## config.mk

```make
export PLATFORM = sky130hd
export DESIGN_NAME = dotEngine
export DESIGN_NICKNAME = d
export VERILOG_FILES = /design/src/common/arithPkg.sv /design/src/hw/prefixAdder.sv /design/src/hw/csvCompressor.sv /design/src/mulLane/mulLane.sv /design/src/hw/operandLoader.sv /design/src/hw/laneReducer.sv /design/src/hw/dotEngine.sv
export VERILOG_INCLUDE_DIRS = /design/src /design/src/common
export SDC_FILE = /design/constraint.sdc
export NUM_CORES = 1
export LEC_CHECK = 0
export CAP_MARGIN = 20
export CORE_MARGIN = 1.5
export CORE_UTILIZATION = 65
export DETAILED_ROUTE_END_ITERATION = 7
export DONT_BUFFER_PORTS = 1
export MAX_ROUTING_LAYER = met4
export PLACE_DENSITY = 0.81
export SYNTH_ARGS = -nofsm -noshare
export SYNTH_HDL_FRONTEND = slang
export SYNTH_SLANG_ARGS = --single-unit
```

## constraint.sdc

```tcl
create_clock -name clk -period 6.25 [get_ports clk]
set_input_delay 0.625 -clock clk [delete_from_list [all_inputs] [get_ports clk]]
set_output_delay 0.625 -clock clk [all_outputs]
set_load 0.01 [all_outputs]
```

## src/common/arith_defines.svh

```systemverilog
`ifndef ARITH_DEFINES_SVH
`define ARITH_DEFINES_SVH

// number of multiplier lanes
`define LANES 4

// carry-save multiplier halves XS and XC
`define WIDTH_X 8

// unsigned coefficient width
`define WIDTH_Y 8

// prefix and compressor structure
// 0 ripple add and linear compressor, 1 serial prefix, 2 sklansky
`define SPEED 2

`endif

```

## src/common/arithPkg.sv

```systemverilog
`include "arith_defines.svh"

package arithPkg;

	// one half of a carry-save multiplier
	typedef logic [`WIDTH_X-1:0] operandX_t;

	typedef logic [`WIDTH_Y-1:0] coef_t; // lane coefficient

	// coefficient bank address
	typedef logic [$clog2(`LANES)-1:0] laneIdx_t;

	typedef logic [`WIDTH_X+`WIDTH_Y-1:0] product_t; // exact lane product

	// room for the carries of all lanes
	typedef logic [`WIDTH_X+`WIDTH_Y+$clog2(`LANES)-1:0] dotSum_t;

endpackage

```

## src/hw/prefixAdder.sv

```systemverilog
`timescale 1ns/100ps

module PrefixAndOr #(
	parameter int width = 8, // word width
	parameter int speed = 2  // 2 sklansky, else serial chain
) (
	input  logic [width-1:0] GI, // bitwise generate
	input  logic [width-1:0] PI, // bitwise propagate
	output logic [width-1:0] GO, // group generate down to bit 0
	output logic [width-1:0] PO  // group propagate down to bit 0
);

	localparam int levels = $clog2(width); // tree depth

	if (speed == 2) begin : sklansky
		logic [levels:0][width-1:0] gT; // one row per level
		logic [levels:0][width-1:0] pT;

		assign gT[0] = GI;
		assign pT[0] = PI;

		for (genvar l = 1; l <= levels; l++) begin : level
			for (genvar i = 0; i < width; i++) begin : node
				// upper half of each block takes the last bit of the lower half
				if (i % (2 ** l) >= 2 ** (l - 1)) begin : black
					localparam int j = (i / (2 ** l)) * (2 ** l) + 2 ** (l - 1) - 1;
					assign gT[l][i] = gT[l-1][i] | (pT[l-1][i] & gT[l-1][j]);
					assign pT[l][i] = pT[l-1][i] & pT[l-1][j];
				end else begin : white
					assign gT[l][i] = gT[l-1][i]; // pass through
					assign pT[l][i] = pT[l-1][i];
				end
			end
		end

		assign GO = gT[levels];
		assign PO = pT[levels];
	end else begin : serial
		logic [width-1:0] gT, pT;

		assign gT[0] = GI[0];
		assign pT[0] = PI[0];

		// one node per bit along the chain
		for (genvar i = 1; i < width; i++) begin : chain
			assign gT[i] = GI[i] | (PI[i] & gT[i-1]);
			assign pT[i] = PI[i] & pT[i-1];
		end

		assign GO = gT;
		assign PO = pT;
	end

endmodule

module Add #(
	parameter int width = 8, // word width
	parameter int speed = 2  // 0 ripple, else prefix
) (
	input  logic [width-1:0] A, // operands
	input  logic [width-1:0] B,
	output logic [width-1:0] S  // sum modulo 2^width
);

	if (speed == 0) begin : ripple
		assign S = A + B; // plain ripple carry
	end else begin : prefix
		logic [width-1:0] gen, prop; // bitwise
		logic [width-1:0] halfSum;   // A xor B
		logic [width-1:0] gGrp;      // carry out of each bit

		assign gen = A & B;
		assign prop = A | B; // or works as propagate beside generate
		assign halfSum = ~gen & prop;

		PrefixAndOr #(
			.width(width),
			.speed(speed)
		) carryTree (
			.GI(gen),
			.PI(prop),
			.GO(gGrp),
			.PO()
		);

		// carry into bit i is the group generate of bit i-1
		assign S = halfSum ^ {gGrp[width-2:0], 1'b0};
	end

endmodule

```

## src/hw/csvCompressor.sv

```systemverilog
`timescale 1ns/100ps

module FullAdder (
	input  logic A,
	input  logic B,
	input  logic CI,
	output logic S,  // weight 1
	output logic CO  // weight 2
);

	logic halfSum;

	assign halfSum = A ^ B;
	assign S = halfSum ^ CI;
	assign CO = (A & B) | (CI & halfSum);

endmodule

module Cpr #(
	parameter int depth = 4, // input bits of one weight
	parameter int speed = 2  // 0 linear chain, else tree
) (
	input  logic [depth-1:0] A,  // bits of this weight
	input  logic [depth-4:0] CI, // intermediate carries from the slice below
	output logic             S,
	output logic             C,
	output logic [depth-4:0] CO  // intermediate carries to the slice above
);

	localparam int fifoW = 3 * depth - 5;

	// inputs first then sum and carry-in pairs as the adders consume them
	logic [fifoW-1:0] fifo;
	logic [depth-3:0] coT;   // carry of every full adder

	assign fifo[depth-1:0] = A;

	// carry-in pair slots
	for (genvar i = 0; i < depth - 3; i++) begin : ciSlot
		assign fifo[depth+2*i+1] = CI[i];
	end

	if (speed == 0) begin : linear
		FullAdder fa0 (
			.A (fifo[0]),
			.B (fifo[1]),
			.CI(fifo[2]),
			.S (fifo[depth]),
			.CO(coT[0])
		);

		// each stage adds one new bit and one carry to the running sum
		for (genvar i = 1; i < depth - 2; i++) begin : stage
			FullAdder fa (
				.A (fifo[i+2]),
				.B (fifo[depth+2*(i-1)+1]),
				.CI(fifo[depth+2*(i-1)]),
				.S (fifo[depth+2*i]),
				.CO(coT[i])
			);
		end
	end else begin : tree
		// take three from the front and push sum to the back
		for (genvar i = 0; i < depth - 2; i++) begin : node
			FullAdder fa (
				.A (fifo[3*i]),
				.B (fifo[3*i+1]),
				.CI(fifo[3*i+2]),
				.S (fifo[depth+2*i]),
				.CO(coT[i])
			);
		end
	end

	assign S = fifo[3*depth-6]; // sum of the last adder
	assign C = coT[depth-3];
	assign CO = coT[depth-4:0];

endmodule

module AddMopCsv #(
	parameter int width = 8, // word width
	parameter int depth = 4, // operand count
	parameter int speed = 2
) (
	input  logic [depth*width-1:0] A, // operand k in slice k
	output logic [width-1:0]       S, // sum vector
	output logic [width-1:0]       C  // carry vector already shifted
);

	logic [depth*width-1:0]         byWeight; // bits grouped per weight
	logic [(depth-3)*(width+1)-1:0] ciChain;  // carries between slices
	logic [width-1:0]               cRaw;     // unshifted

	always_comb begin
		for (int i = 0; i < width; i++) begin
			for (int k = 0; k < depth; k++) begin
				byWeight[i*depth+k] = A[k*width+i];
			end
		end
	end

	assign ciChain[depth-4:0] = '0; // nothing below bit 0

	for (genvar i = 0; i < width; i++) begin : slice
		Cpr #(
			.depth(depth),
			.speed(speed)
		) cpr (
			.A (byWeight[i*depth +: depth]),
			.CI(ciChain[i*(depth-3) +: depth-3]),
			.S (S[i]),
			.C (cRaw[i]),
			.CO(ciChain[(i+1)*(depth-3) +: depth-3])
		);
	end

	// top carries fall off modulo 2^width
	assign C = {cRaw[width-2:0], 1'b0};

endmodule

```

## src/mulLane/mulLane.sv

```systemverilog
`timescale 1ns/100ps
`include "arith_defines.svh"

module AddMulPPGenUns #(
	parameter int widthX = 8, // XS and XC
	parameter int widthY = 8  // Y
) (
	input  logic [widthX-1:0]                 XS,
	input  logic [widthX-1:0]                 XC,
	input  logic [widthY-1:0]                 Y,
	output logic [widthX*(widthX+widthY)-1:0] PP // one row per digit
);

	localparam int widthP = widthX + widthY;

	logic [widthX-1:0] one, two; // digit equals 1 or 2
	logic [widthY+1:0] yExt;     // Y with a zero on each side

	assign one = XS ^ XC;
	assign two = XS & XC;
	assign yExt = {1'b0, Y, 1'b0};

	// row i holds digit_i * Y shifted by i
	always_comb begin
		PP = '0;
		for (int i = 0; i < widthX; i++) begin
			for (int k = 0; k <= widthY; k++) begin
				PP[i*widthP+i+k] = (one[i] & yExt[k+1]) | (two[i] & yExt[k]); // Y or 2Y
			end
		end
	end

endmodule

module AddMulUns #(
	parameter int widthX = 8,
	parameter int widthY = 8,
	parameter int speed = 2
) (
	input  logic [widthX-1:0]        XS,
	input  logic [widthX-1:0]        XC,
	input  logic [widthY-1:0]        Y,
	output logic [widthX+widthY-1:0] P // (XS+XC)*Y
);

	logic [widthX*(widthX+widthY)-1:0] pp;
	logic [widthX+widthY-1:0]          sumT, carryT;

	AddMulPPGenUns #(.widthX(widthX), .widthY(widthY)) ppGen (.XS(XS), .XC(XC), .Y(Y), .PP(pp));

	// compress widthX rows to a carry-save pair
	AddMopCsv #(.width(widthX + widthY), .depth(widthX), .speed(speed)) csvAdd (
		.A(pp),
		.S(sumT),
		.C(carryT)
	);

	Add #(.width(widthX + widthY), .speed(speed)) cpAdd (.A(sumT), .B(carryT), .S(P));

endmodule

module mulLane (
	input  logic                clk,
	input  logic                rstN,
	input  logic                laneValid,
	input  arithPkg::operandX_t laneXs,
	input  arithPkg::operandX_t laneXc,
	input  arithPkg::coef_t     laneY,
	output logic                prodValid,
	output arithPkg::product_t  prod
);

	arithPkg::product_t prodNext; // combinational product

	AddMulUns #(.widthX(`WIDTH_X), .widthY(`WIDTH_Y), .speed(`SPEED)) mul (
		.XS(laneXs),
		.XC(laneXc),
		.Y (laneY),
		.P (prodNext)
	);

	always_ff @(posedge clk) begin
		if (!rstN) begin
			prodValid <= 1'b0;
		end else begin
			prodValid <= laneValid;
		end
	end

	always_ff @(posedge clk) begin
		if (laneValid) begin
			prod <= prodNext; // hold between strobes
		end
	end

endmodule

```

## src/hw/operandLoader.sv

```systemverilog
`timescale 1ns/100ps
`include "arith_defines.svh"

module operandLoader (
	input  logic                             clk,
	input  logic                             rstN,
	input  logic                             coefWrite, // host write strobe
	input  arithPkg::laneIdx_t               coefIndex,
	input  arithPkg::coef_t                  coefData,
	input  logic                             opStrobe,
	input  arithPkg::operandX_t [`LANES-1:0] opSum,   // lane k in slice k
	input  arithPkg::operandX_t [`LANES-1:0] opCarry,
	output logic                [`LANES-1:0] laneValid,
	output arithPkg::operandX_t [`LANES-1:0] laneXs,
	output arithPkg::operandX_t [`LANES-1:0] laneXc,
	output arithPkg::coef_t     [`LANES-1:0] laneY
);

	arithPkg::coef_t [`LANES-1:0] coefBank;

	always_ff @(posedge clk) begin
		if (!rstN) begin
			coefBank <= '0; // unwritten lanes contribute nothing
			laneValid <= '0;
		end else begin
			if (coefWrite && (coefIndex < `LANES)) begin
				coefBank[coefIndex] <= coefData;
			end
			laneValid <= {`LANES{opStrobe}}; // all lanes in lockstep
		end
	end

	// bank is sampled before this edge's write lands
	always_ff @(posedge clk) begin
		if (opStrobe) begin
			laneXs <= opSum;
			laneXc <= opCarry;
			laneY <= coefBank;
		end
	end

	// host keeps the bank untouched until reset is released
	noWriteInReset: assert property (@(posedge clk) !rstN |-> !coefWrite)
		else $error("coefficient write while in reset");

endmodule

```

## src/hw/laneReducer.sv

```systemverilog
`timescale 1ns/100ps
`include "arith_defines.svh"

module laneReducer (
	input  logic                            clk,
	input  logic                            rstN,
	input  logic               [`LANES-1:0] prodValid,
	input  arithPkg::product_t [`LANES-1:0] prod,
	output logic                            outValid,
	output arithPkg::dotSum_t               outSum
);

	localparam int sumW = $bits(arithPkg::dotSum_t);
	localparam int csvDepth = (`LANES < 4) ? 4 : `LANES; // compressor wants four rows

	logic [csvDepth*sumW-1:0] rows;
	logic [sumW-1:0]          rowS, rowC; // carry-save pair
	arithPkg::dotSum_t        sumNext;

	always_comb begin
		rows = '0; // padding rows stay zero
		for (int k = 0; k < `LANES; k++) begin
			rows[k*sumW +: sumW] = arithPkg::dotSum_t'(prod[k]); // zero extend
		end
	end

	if (`LANES < 3) begin : direct
		assign rowS = rows[0 +: sumW];
		assign rowC = rows[sumW +: sumW];
	end else begin : tree
		AddMopCsv #(.width(sumW), .depth(csvDepth), .speed(`SPEED)) csvAdd (
			.A(rows),
			.S(rowS),
			.C(rowC)
		);
	end

	Add #(.width(sumW), .speed(`SPEED)) finalAdd (.A(rowS), .B(rowC), .S(sumNext));

	always_ff @(posedge clk) begin
		if (!rstN) begin
			outValid <= 1'b0;
		end else begin
			outValid <= prodValid[0]; // lane 0 speaks for all
		end
	end

	always_ff @(posedge clk) begin
		if (prodValid[0]) begin
			outSum <= sumNext;
		end
	end

	// loader fires every lane together so the lanes never drift apart
	lanesInStep: assert property (@(posedge clk) disable iff (!rstN)
		(prodValid == '0) || (prodValid == '1));

	validKnown: assert property (@(posedge clk) disable iff (!rstN) !$isunknown(outValid));

endmodule

```

## src/hw/dotEngine.sv

```systemverilog
`timescale 1ns/100ps
`include "arith_defines.svh"

module dotEngine (
	input  logic                             clk,
	input  logic                             rstN,
	input  logic                             coefWrite,
	input  arithPkg::laneIdx_t               coefIndex,
	input  arithPkg::coef_t                  coefData,
	input  logic                             opStrobe,
	input  arithPkg::operandX_t [`LANES-1:0] opSum,
	input  arithPkg::operandX_t [`LANES-1:0] opCarry,
	output logic                             outValid, // one cycle per result
	output arithPkg::dotSum_t                outSum
);

	logic                [`LANES-1:0] laneValid; // loader to lanes
	arithPkg::operandX_t [`LANES-1:0] laneXs;
	arithPkg::operandX_t [`LANES-1:0] laneXc;
	arithPkg::coef_t     [`LANES-1:0] laneY;
	logic                [`LANES-1:0] prodValid; // lanes to reducer
	arithPkg::product_t  [`LANES-1:0] prod;

	operandLoader loader (
		.clk(clk), .rstN(rstN),
		.coefWrite(coefWrite), .coefIndex(coefIndex), .coefData(coefData),
		.opStrobe(opStrobe), .opSum(opSum), .opCarry(opCarry),
		.laneValid(laneValid), .laneXs(laneXs), .laneXc(laneXc), .laneY(laneY)
	);

	for (genvar k = 0; k < `LANES; k++) begin : lanes
		mulLane lane (
			.clk(clk), .rstN(rstN),
			.laneValid(laneValid[k]), .laneXs(laneXs[k]), .laneXc(laneXc[k]), .laneY(laneY[k]),
			.prodValid(prodValid[k]), .prod(prod[k])
		);
	end

	laneReducer reducer (
		.clk(clk), .rstN(rstN),
		.prodValid(prodValid), .prod(prod),
		.outValid(outValid), .outSum(outSum)
	);

endmodule

```

# Yosys cells after proc, flatten, opt, wreduce, memory -nomap -nowiden
# Cells that the tools add are included.
[word_totals]
inputBits = 78
ff_bits = 213
[op_classes]
n_bitwise = 2305
mux = 3
n_reduce_logical = 1
n_lt_le_gt_ge = 2
[ops]
columns = ["operator", "count"]
rows = [
  ["AND 1 bit", 1213],
  ["bitwise OR 1 bit", 568],
  ["bitwise XOR 1 bit", 491],
  ["AND 16 bit", 8],
  ["NOT 16 bit", 4],
  ["bitwise OR 16 bit", 4],
  ["bitwise XOR 16 bit", 4],
  ["AND 8 bit", 4],
  ["bitwise mux 32 bit", 1],
  ["bitwise XOR 8 bit", 4],
  ["AND 18 x 17 -> 18 bit", 1],
  ["NOT 18 bit", 1],
  ["bitwise XOR 18 bit", 1],
  ["AND 17 bit", 1],
  ["bitwise OR 17 bit", 1],
  ["demux 8 bit (select 2 bit)", 1],
  ["2-to-1 mux 8 bit", 1],
  ["less-than comparator 2 x 3 -> 1 bit (second input constant)", 1],
  ["greater-or-equal comparator 2 x 1 -> 1 bit (second input constant)", 1],
  ["logical AND 1 bit", 1],
]

# Depth between registers and ports, before layout
[depth]
ltp_word = 22
ltp_mapped = 18

# Modules after synthesis
# From an unflattened synthesis, not the netlist that was laid out.
[hier_totals]
cells_unflattened = 2296
area_unflattened_um2 = 26825.7
[by_module_without_submodules]
columns = ["mod", "cells_each", "area_per_inst_um2", "n_inst", "seq_area_each_um2"]
rows = [
  ["FullAdder", 1, 20.0, 420, 0.0],
  ["AddMulPPGenUns", 167, 1321.3, 4, 0.0],
  ["operandLoader", 217, 4112.7, 1, 3543.4],
  ["Add (lanes[0].lane.mul.cpAdd ...)", 95, 711.9, 4, 0.0],
  ["mulLane", 18, 506.7, 4, 500.5],
  ["PrefixAndOr (lanes[0].lane.mul.cpAdd.prefix.carryTree ...)", 60, 395.4, 4, 0.0],
  ["Add (reducer.finalAdd)", 107, 802.0, 1, 0.0],
  ["laneReducer", 21, 570.5, 1, 560.5],
  ["PrefixAndOr (reducer.finalAdd.prefix.carryTree)", 84, 556.8, 1, 0.0],
  ["AddMopCsv (lanes[0].lane.mul.csvAdd ...)", 17, 123.9, 4, 0.0],
  ["AddMopCsv (reducer.tree.csvAdd)", 19, 138.9, 1, 0.0],
]

# Worst setup path after synthesis
# No wires, ideal clock.
[synth_timing]
kind = "reg2reg"
start = "reg loader.laneXs[3] (netlist name)"
end = "reg lanes[0].lane.prod[15], data pin"
n_path_buf = 1
period_less_slack_ps = 4751
setup_time_ps = 260
stages_incl_launch_ff = 19
t_arrival_ps = 4491
slack_ps = 1499
path_cell_list = "edfxtp_1 > ha_1 > clkbuf_1 > a22o_1 > fa_1 > inv_1 > fa_1 > inv_1 > ha_1 > inv_1 > fa_1 > inv_1 > fa_1 > nor2b_1 > nor3_2 > o41ai_2 > a211o_1 > a221o_1 > xnor2_1"
[synth_via]
elab_chain_len = 20
[synth_rtl]
columns = ["item", "line_no", "rtl"]
rows = [
  ["start, declared", "operandLoader.sv:14", "output arithPkg::operandX_t [`LANES-1:0] laneXs,"],
  ["start signal, assigned", "operandLoader.sv:36", "laneXs <= opSum;"],
  ["bitwise XOR 8 bit or AND 8 bit (tied branches)", "mulLane.sv:19, mulLane.sv:20", ""],
  ["AND 1 bit", "mulLane.sv:28", "PP[i*widthP+i+k] = (one[i] & yExt[k+1]) | (two[i] & yExt[k]);"],
  ["bitwise OR 1 bit", "mulLane.sv:28", ""],
  ["bitwise XOR 1 bit", "csvCompressor.sv:13", "assign halfSum = A ^ B;"],
  ["bitwise XOR 1 bit or AND 1 bit (tied branches)", "csvCompressor.sv:14, csvCompressor.sv:15", ""],
  ["bitwise XOR 1 bit or bitwise OR 1 bit (tied branches)", "csvCompressor.sv:13, csvCompressor.sv:15", ""],
  ["bitwise XOR 1 bit or AND 1 bit (tied branches)", "csvCompressor.sv:14, csvCompressor.sv:15", ""],
  ["AND 1 bit, or another cell as far along", "csvCompressor.sv:15", "assign CO = (A & B) | (CI & halfSum);"],
  ["[5 not listed]", "--", ""],
  ["bitwise OR 1 bit", "prefixAdder.sv:27", "assign gT[l][i] = gT[l-1][i] | (pT[l-1][i] & gT[l-1][j]);"],
  ["AND 1 bit", "prefixAdder.sv:27", ""],
  ["bitwise OR 1 bit", "prefixAdder.sv:27", ""],
  ["AND 1 bit", "prefixAdder.sv:27", ""],
  ["bitwise OR 1 bit", "prefixAdder.sv:27", ""],
  ["bitwise OR 1 bit *", "prefixAdder.sv:27", ""],
  ["bitwise XOR 16 bit *", "prefixAdder.sv:87", "assign S = halfSum ^ {gGrp[width-2:0], 1'b0};"],
  ["via lanes[0].lane.mul.P[15]", "mulLane.sv:43", "output logic [widthX+widthY-1:0] P"],
  ["end signal, assigned", "mulLane.sv:92", "prod <= prodNext;"],
  ["end, declared", "mulLane.sv:70", "output arithPkg::product_t prod"],
]
# The timed path passes the listed nets; every way through them passes the cells marked *.
# A chain may end at the register's enable or synchronous reset.

# Worst setup path after layout
[layout_timing]
start = "reg loader.laneXs[27] (netlist name)"
end = "reg lanes[3].lane.prod[15], data pin"
[layout_via]
elab_chain_len = 20
[layout_rtl]
columns = ["item", "line_no"]
rows = [
  ["bitwise XOR 8 bit or AND 8 bit (tied branches)", "mulLane.sv:19, mulLane.sv:20"],
  ["AND 1 bit", "mulLane.sv:28"],
  ["bitwise OR 1 bit", "mulLane.sv:28"],
  ["bitwise XOR 1 bit", "csvCompressor.sv:13"],
  ["bitwise XOR 1 bit or AND 1 bit (tied branches)", "csvCompressor.sv:14, csvCompressor.sv:15"],
  ["bitwise XOR 1 bit or bitwise OR 1 bit (tied branches)", "csvCompressor.sv:13, csvCompressor.sv:15"],
  ["bitwise XOR 1 bit or AND 1 bit (tied branches)", "csvCompressor.sv:14, csvCompressor.sv:15"],
  ["AND 1 bit, or another cell as far along", "csvCompressor.sv:15"],
  ["[5 not listed]", "--"],
  ["bitwise OR 1 bit", "prefixAdder.sv:27"],
  ["AND 1 bit", "prefixAdder.sv:27"],
  ["bitwise OR 1 bit", "prefixAdder.sv:27"],
  ["AND 1 bit", "prefixAdder.sv:27"],
  ["bitwise OR 1 bit", "prefixAdder.sv:27"],
  ["bitwise OR 1 bit *", "prefixAdder.sv:27"],
  ["bitwise XOR 16 bit *", "prefixAdder.sv:87"],
  ["via lanes[3].lane.mul.P[15]", "mulLane.sv:43"],
  ["end signal, assigned", "mulLane.sv:92"],
  ["end, declared", "mulLane.sv:70"],
]
# Marked as above.

==> flow_summary.ini <==
[global_routing]
antenna_found_initial = 0
met2_usage_pct = 45.98
use_met1_pct = 33.38
grt_max_degree = 98
grt_use_met3_pct = 3.399
busiest_layer = met2
overflow = 0
track_usage_pct = 26.83
grt_pass1_vias = 12350
grt_pass1_wl_mm = 62.34

[yosys]
ys_async_sr_fraction_pct = 0
synth_edf_count = 178
ys.warnings.count = 0
yosysTopAreaCell = edfxtp_1
avgSynthCellArea_sq_um = 11.29
synth_area_leaders = edfxtp_1 28%, fa_1 23%, ha_1 15%
synth_nets = 2193
synthFlopType = edfxtp_1
synth_cell_types = 37
synth_cells = 1678
syn_area_sq_um = 18950
ys_seq_area_share_pct = 31.90
synth_seq_cells = 213
netlist.area_leader.share_pct = 28.20

[routing]
first_pass_iters = 6
drt_iter0_drc = 813
wl_per_cell_um = 18.93
vias = 11630
route.detailed.drc = 0
drtAntennaViolNets = 0
drt_wl_total_mm = 37.54
via_per_inst = 5.863

[critical_path]
criticalPathCategory = reg2reg
setup.worst_path.end_class = flop
crit_required_ns = 6.53
critical_path.startpoint_type = flop
arrival_ns = 5.24
path_max_fanout = 8

[floorplanning]
die_width_um = 173.8
num_io_pins = 97
die-area_sq_um = 30190
die_h_um = 173.8
row_count = 62
start_util_pct = 66.03
coreArea_sq_um = 28700

[timing]
drv_slew = 0
fin_setup_tns_ns = 0
tightestPinTransition_ns = 0.8797
fin_crit_sh_pct = 79.27
min_period_ns = 4.955
setup_violations = 0
hold_viol = 0
rsz0062_at_grt = no
skew_ns = 0.006392
fmax_mhz = 201.8
slew_headroom_pct = 41.27

[worst_hold_path]
hold_path.class = in2reg

[final_layout]
nets = 2096
stdcell_area_sq_um = 19810
antenna_cells = 0
register_area_sq_um = 6047
fillCellCount = 2060
final_cell_mix = 388 x inv_1, 222 x ha_1, 215 x fa_1, 178 x edfxtp_1
drive_gt1_share_pct = 3.189
area_growth_syn_to_layout_pct = 4.522
final_common_cell = inv_1
multi_input_area_sq_um = 10980

[cts]
path_clk_slew_ns = 0.06
cts_max_level = 1
cts_buffers = 25
cts_tree = yes
clock_latency_ns = 0.54
postCtsSetupBuffers = 0
cts_root_buf = clkbuf_16
clock_path_buffers = 3
numClockSinks = 213
cts_hold_buf = 0
post_cts_resized = 0

[pwr]
p_leak_nw = 9.404
ir_worst_vdd_mv = 0.4626
p_per_area_nw_per_um2 = 528.5

[placement]
placed_area_sq_um = 18970
dp.final_hpwl_mm = 28.97
portBuffers = 0
finalWeightedCongestion = 0.9275

[flow_run]
cap_violations = 0

[outcome]
run_status = finished, final reports clean
-- metal layers --
metal | part of all wire (%) | routed length (um)
met5 | 0 | 0
met4 | 3.3 | 1249
met3 | 5.1 | 1915
met2 | 51 | 19100
met1 | 41 | 15270
-- path summary, 6_finish.rpt --
check / startpoint / endpoint / slack (ns) / depth (start not counted)
setup / recovery: loader.laneXs[27] / lanes[3].lane.prod[15] / 1.30 / 17
hold / removal: opCarry[28] / loader.laneXc[28] / 0.18 / 0
setup reg to reg: loader.laneXs[27] / lanes[3].lane.prod[15] / 1.30 / 17
hold reg to reg: loader.coefBank[15] / loader.laneY[15] / 0.43 / 0
-- logic make-up (layout without fill, tap and decap cells) --
| logic type | Yosys count | in the layout | synth area share, % |
|---|---|---|---|
| AOI/OAI and AO/OA | 275 | 275 | 11.69 |
| xor gates and xnor gates | 55 | 55 | 2.542 |
| adders and majority gates | 437 | 437 | 37.37 |
| buffers and inverters | 514 | 435 | 10.19 |
| DFF | 213 | 213 | 31.90 |
| muxes | 32 | 32 | 1.690 |
| and+or+nand+nor | 152 | 152 | 4.628 |
-- cells in the mapped netlist (4+ instances only) --
cell,count
inv_1,388
o41ai_2,5
mux2i_1,32
xnor2_1,28
nor3_1,7
nor3_2,4
a21oi_1,21
a22o_1,112
a22oi_1,112
a211o_1,4
o21bai_1,9
ha_1,222
fa_1,215
dfxtp_1,35
and2_1,55
clkbuf_1,110
edfxtp_1,178
xor2_1,27
a221o_1,4
nor2_1,24
nand2_1,12
buf_1,15
nor2b_1,41
-- through the flow --
| step | setup slack, ns | utilization (%) | hold WS (ns) | total power (W) | instances |
|---|---|---|---|---|---|
| finish | 1.295 | 69.01 | 0.1793 | 0.01047 | 1983 |
| global route | 1.092 | 69.01 | 0.1600 | 0.01141 | 1983 |
| CTS | 1.278 | 69.01 | 0.1544 | 0.01053 | 1983 |
| floorplan | 1.499 | - | 0.4076 | 0.007270 | 1678 |
| detailed placement | 1.296 | 66.11 | 0.4159 | 0.008945 | 1938 |
| global placement | 1.389 | 66.11 | 0.4127 | 0.008615 | 1938 |
-- power by group --
group,internal [W],switching (W)
Combinational,0.00280,0.00372
Sequential,0.00226,0.000214
Clock,0.000890,0.000584
Total,0.00595,0.00452
-- cell type report --
| cell class | count | area share (%) |
|---|---|---|
| multi-input cells | 951 | 55.41 |
| inverters | 388 | 7.352 |
| well taps | 384 | 2.425 |
| clock buffers | 34 | 3.645 |
| flip-flops and latches | 213 | 30.53 |
| repair buffers | 2 | 0.07580 |
| clock inverters | 11 | 0.5685 |
-- registers in the layout, indices dropped and copies added, names as in the netlist --
| register | cells |
|---|---|
| lanes.lane.prod | 64 |
| lanes.lane.prodValid | 1 |
| loader.coefBank | 32 |
| loader.laneValid | 1 |
| loader.laneXc | 32 |
| loader.laneXs | 32 |
| loader.laneY | 32 |
| reducer.outSum | 18 |
| reducer.outValid | 1 |
-- worst max-delay path, cell delays in order, from the launching register on --
cell	delay, ns
edfxtp_1	0.39
ha_1	0.42
a22o_1	0.24
fa_1	0.54
inv_1	0.05
fa_1	0.49
inv_1	0.05
ha_1	0.27
inv_1	0.05
fa_1	0.49
inv_1	0.05
fa_1	0.44
nor2b_1	0.17
nor3_2	0.14
o41ai_2	0.11
a211o_1	0.33
a221o_1	0.33
xnor2_1	0.13
Power figures use the tool's default switching activity.
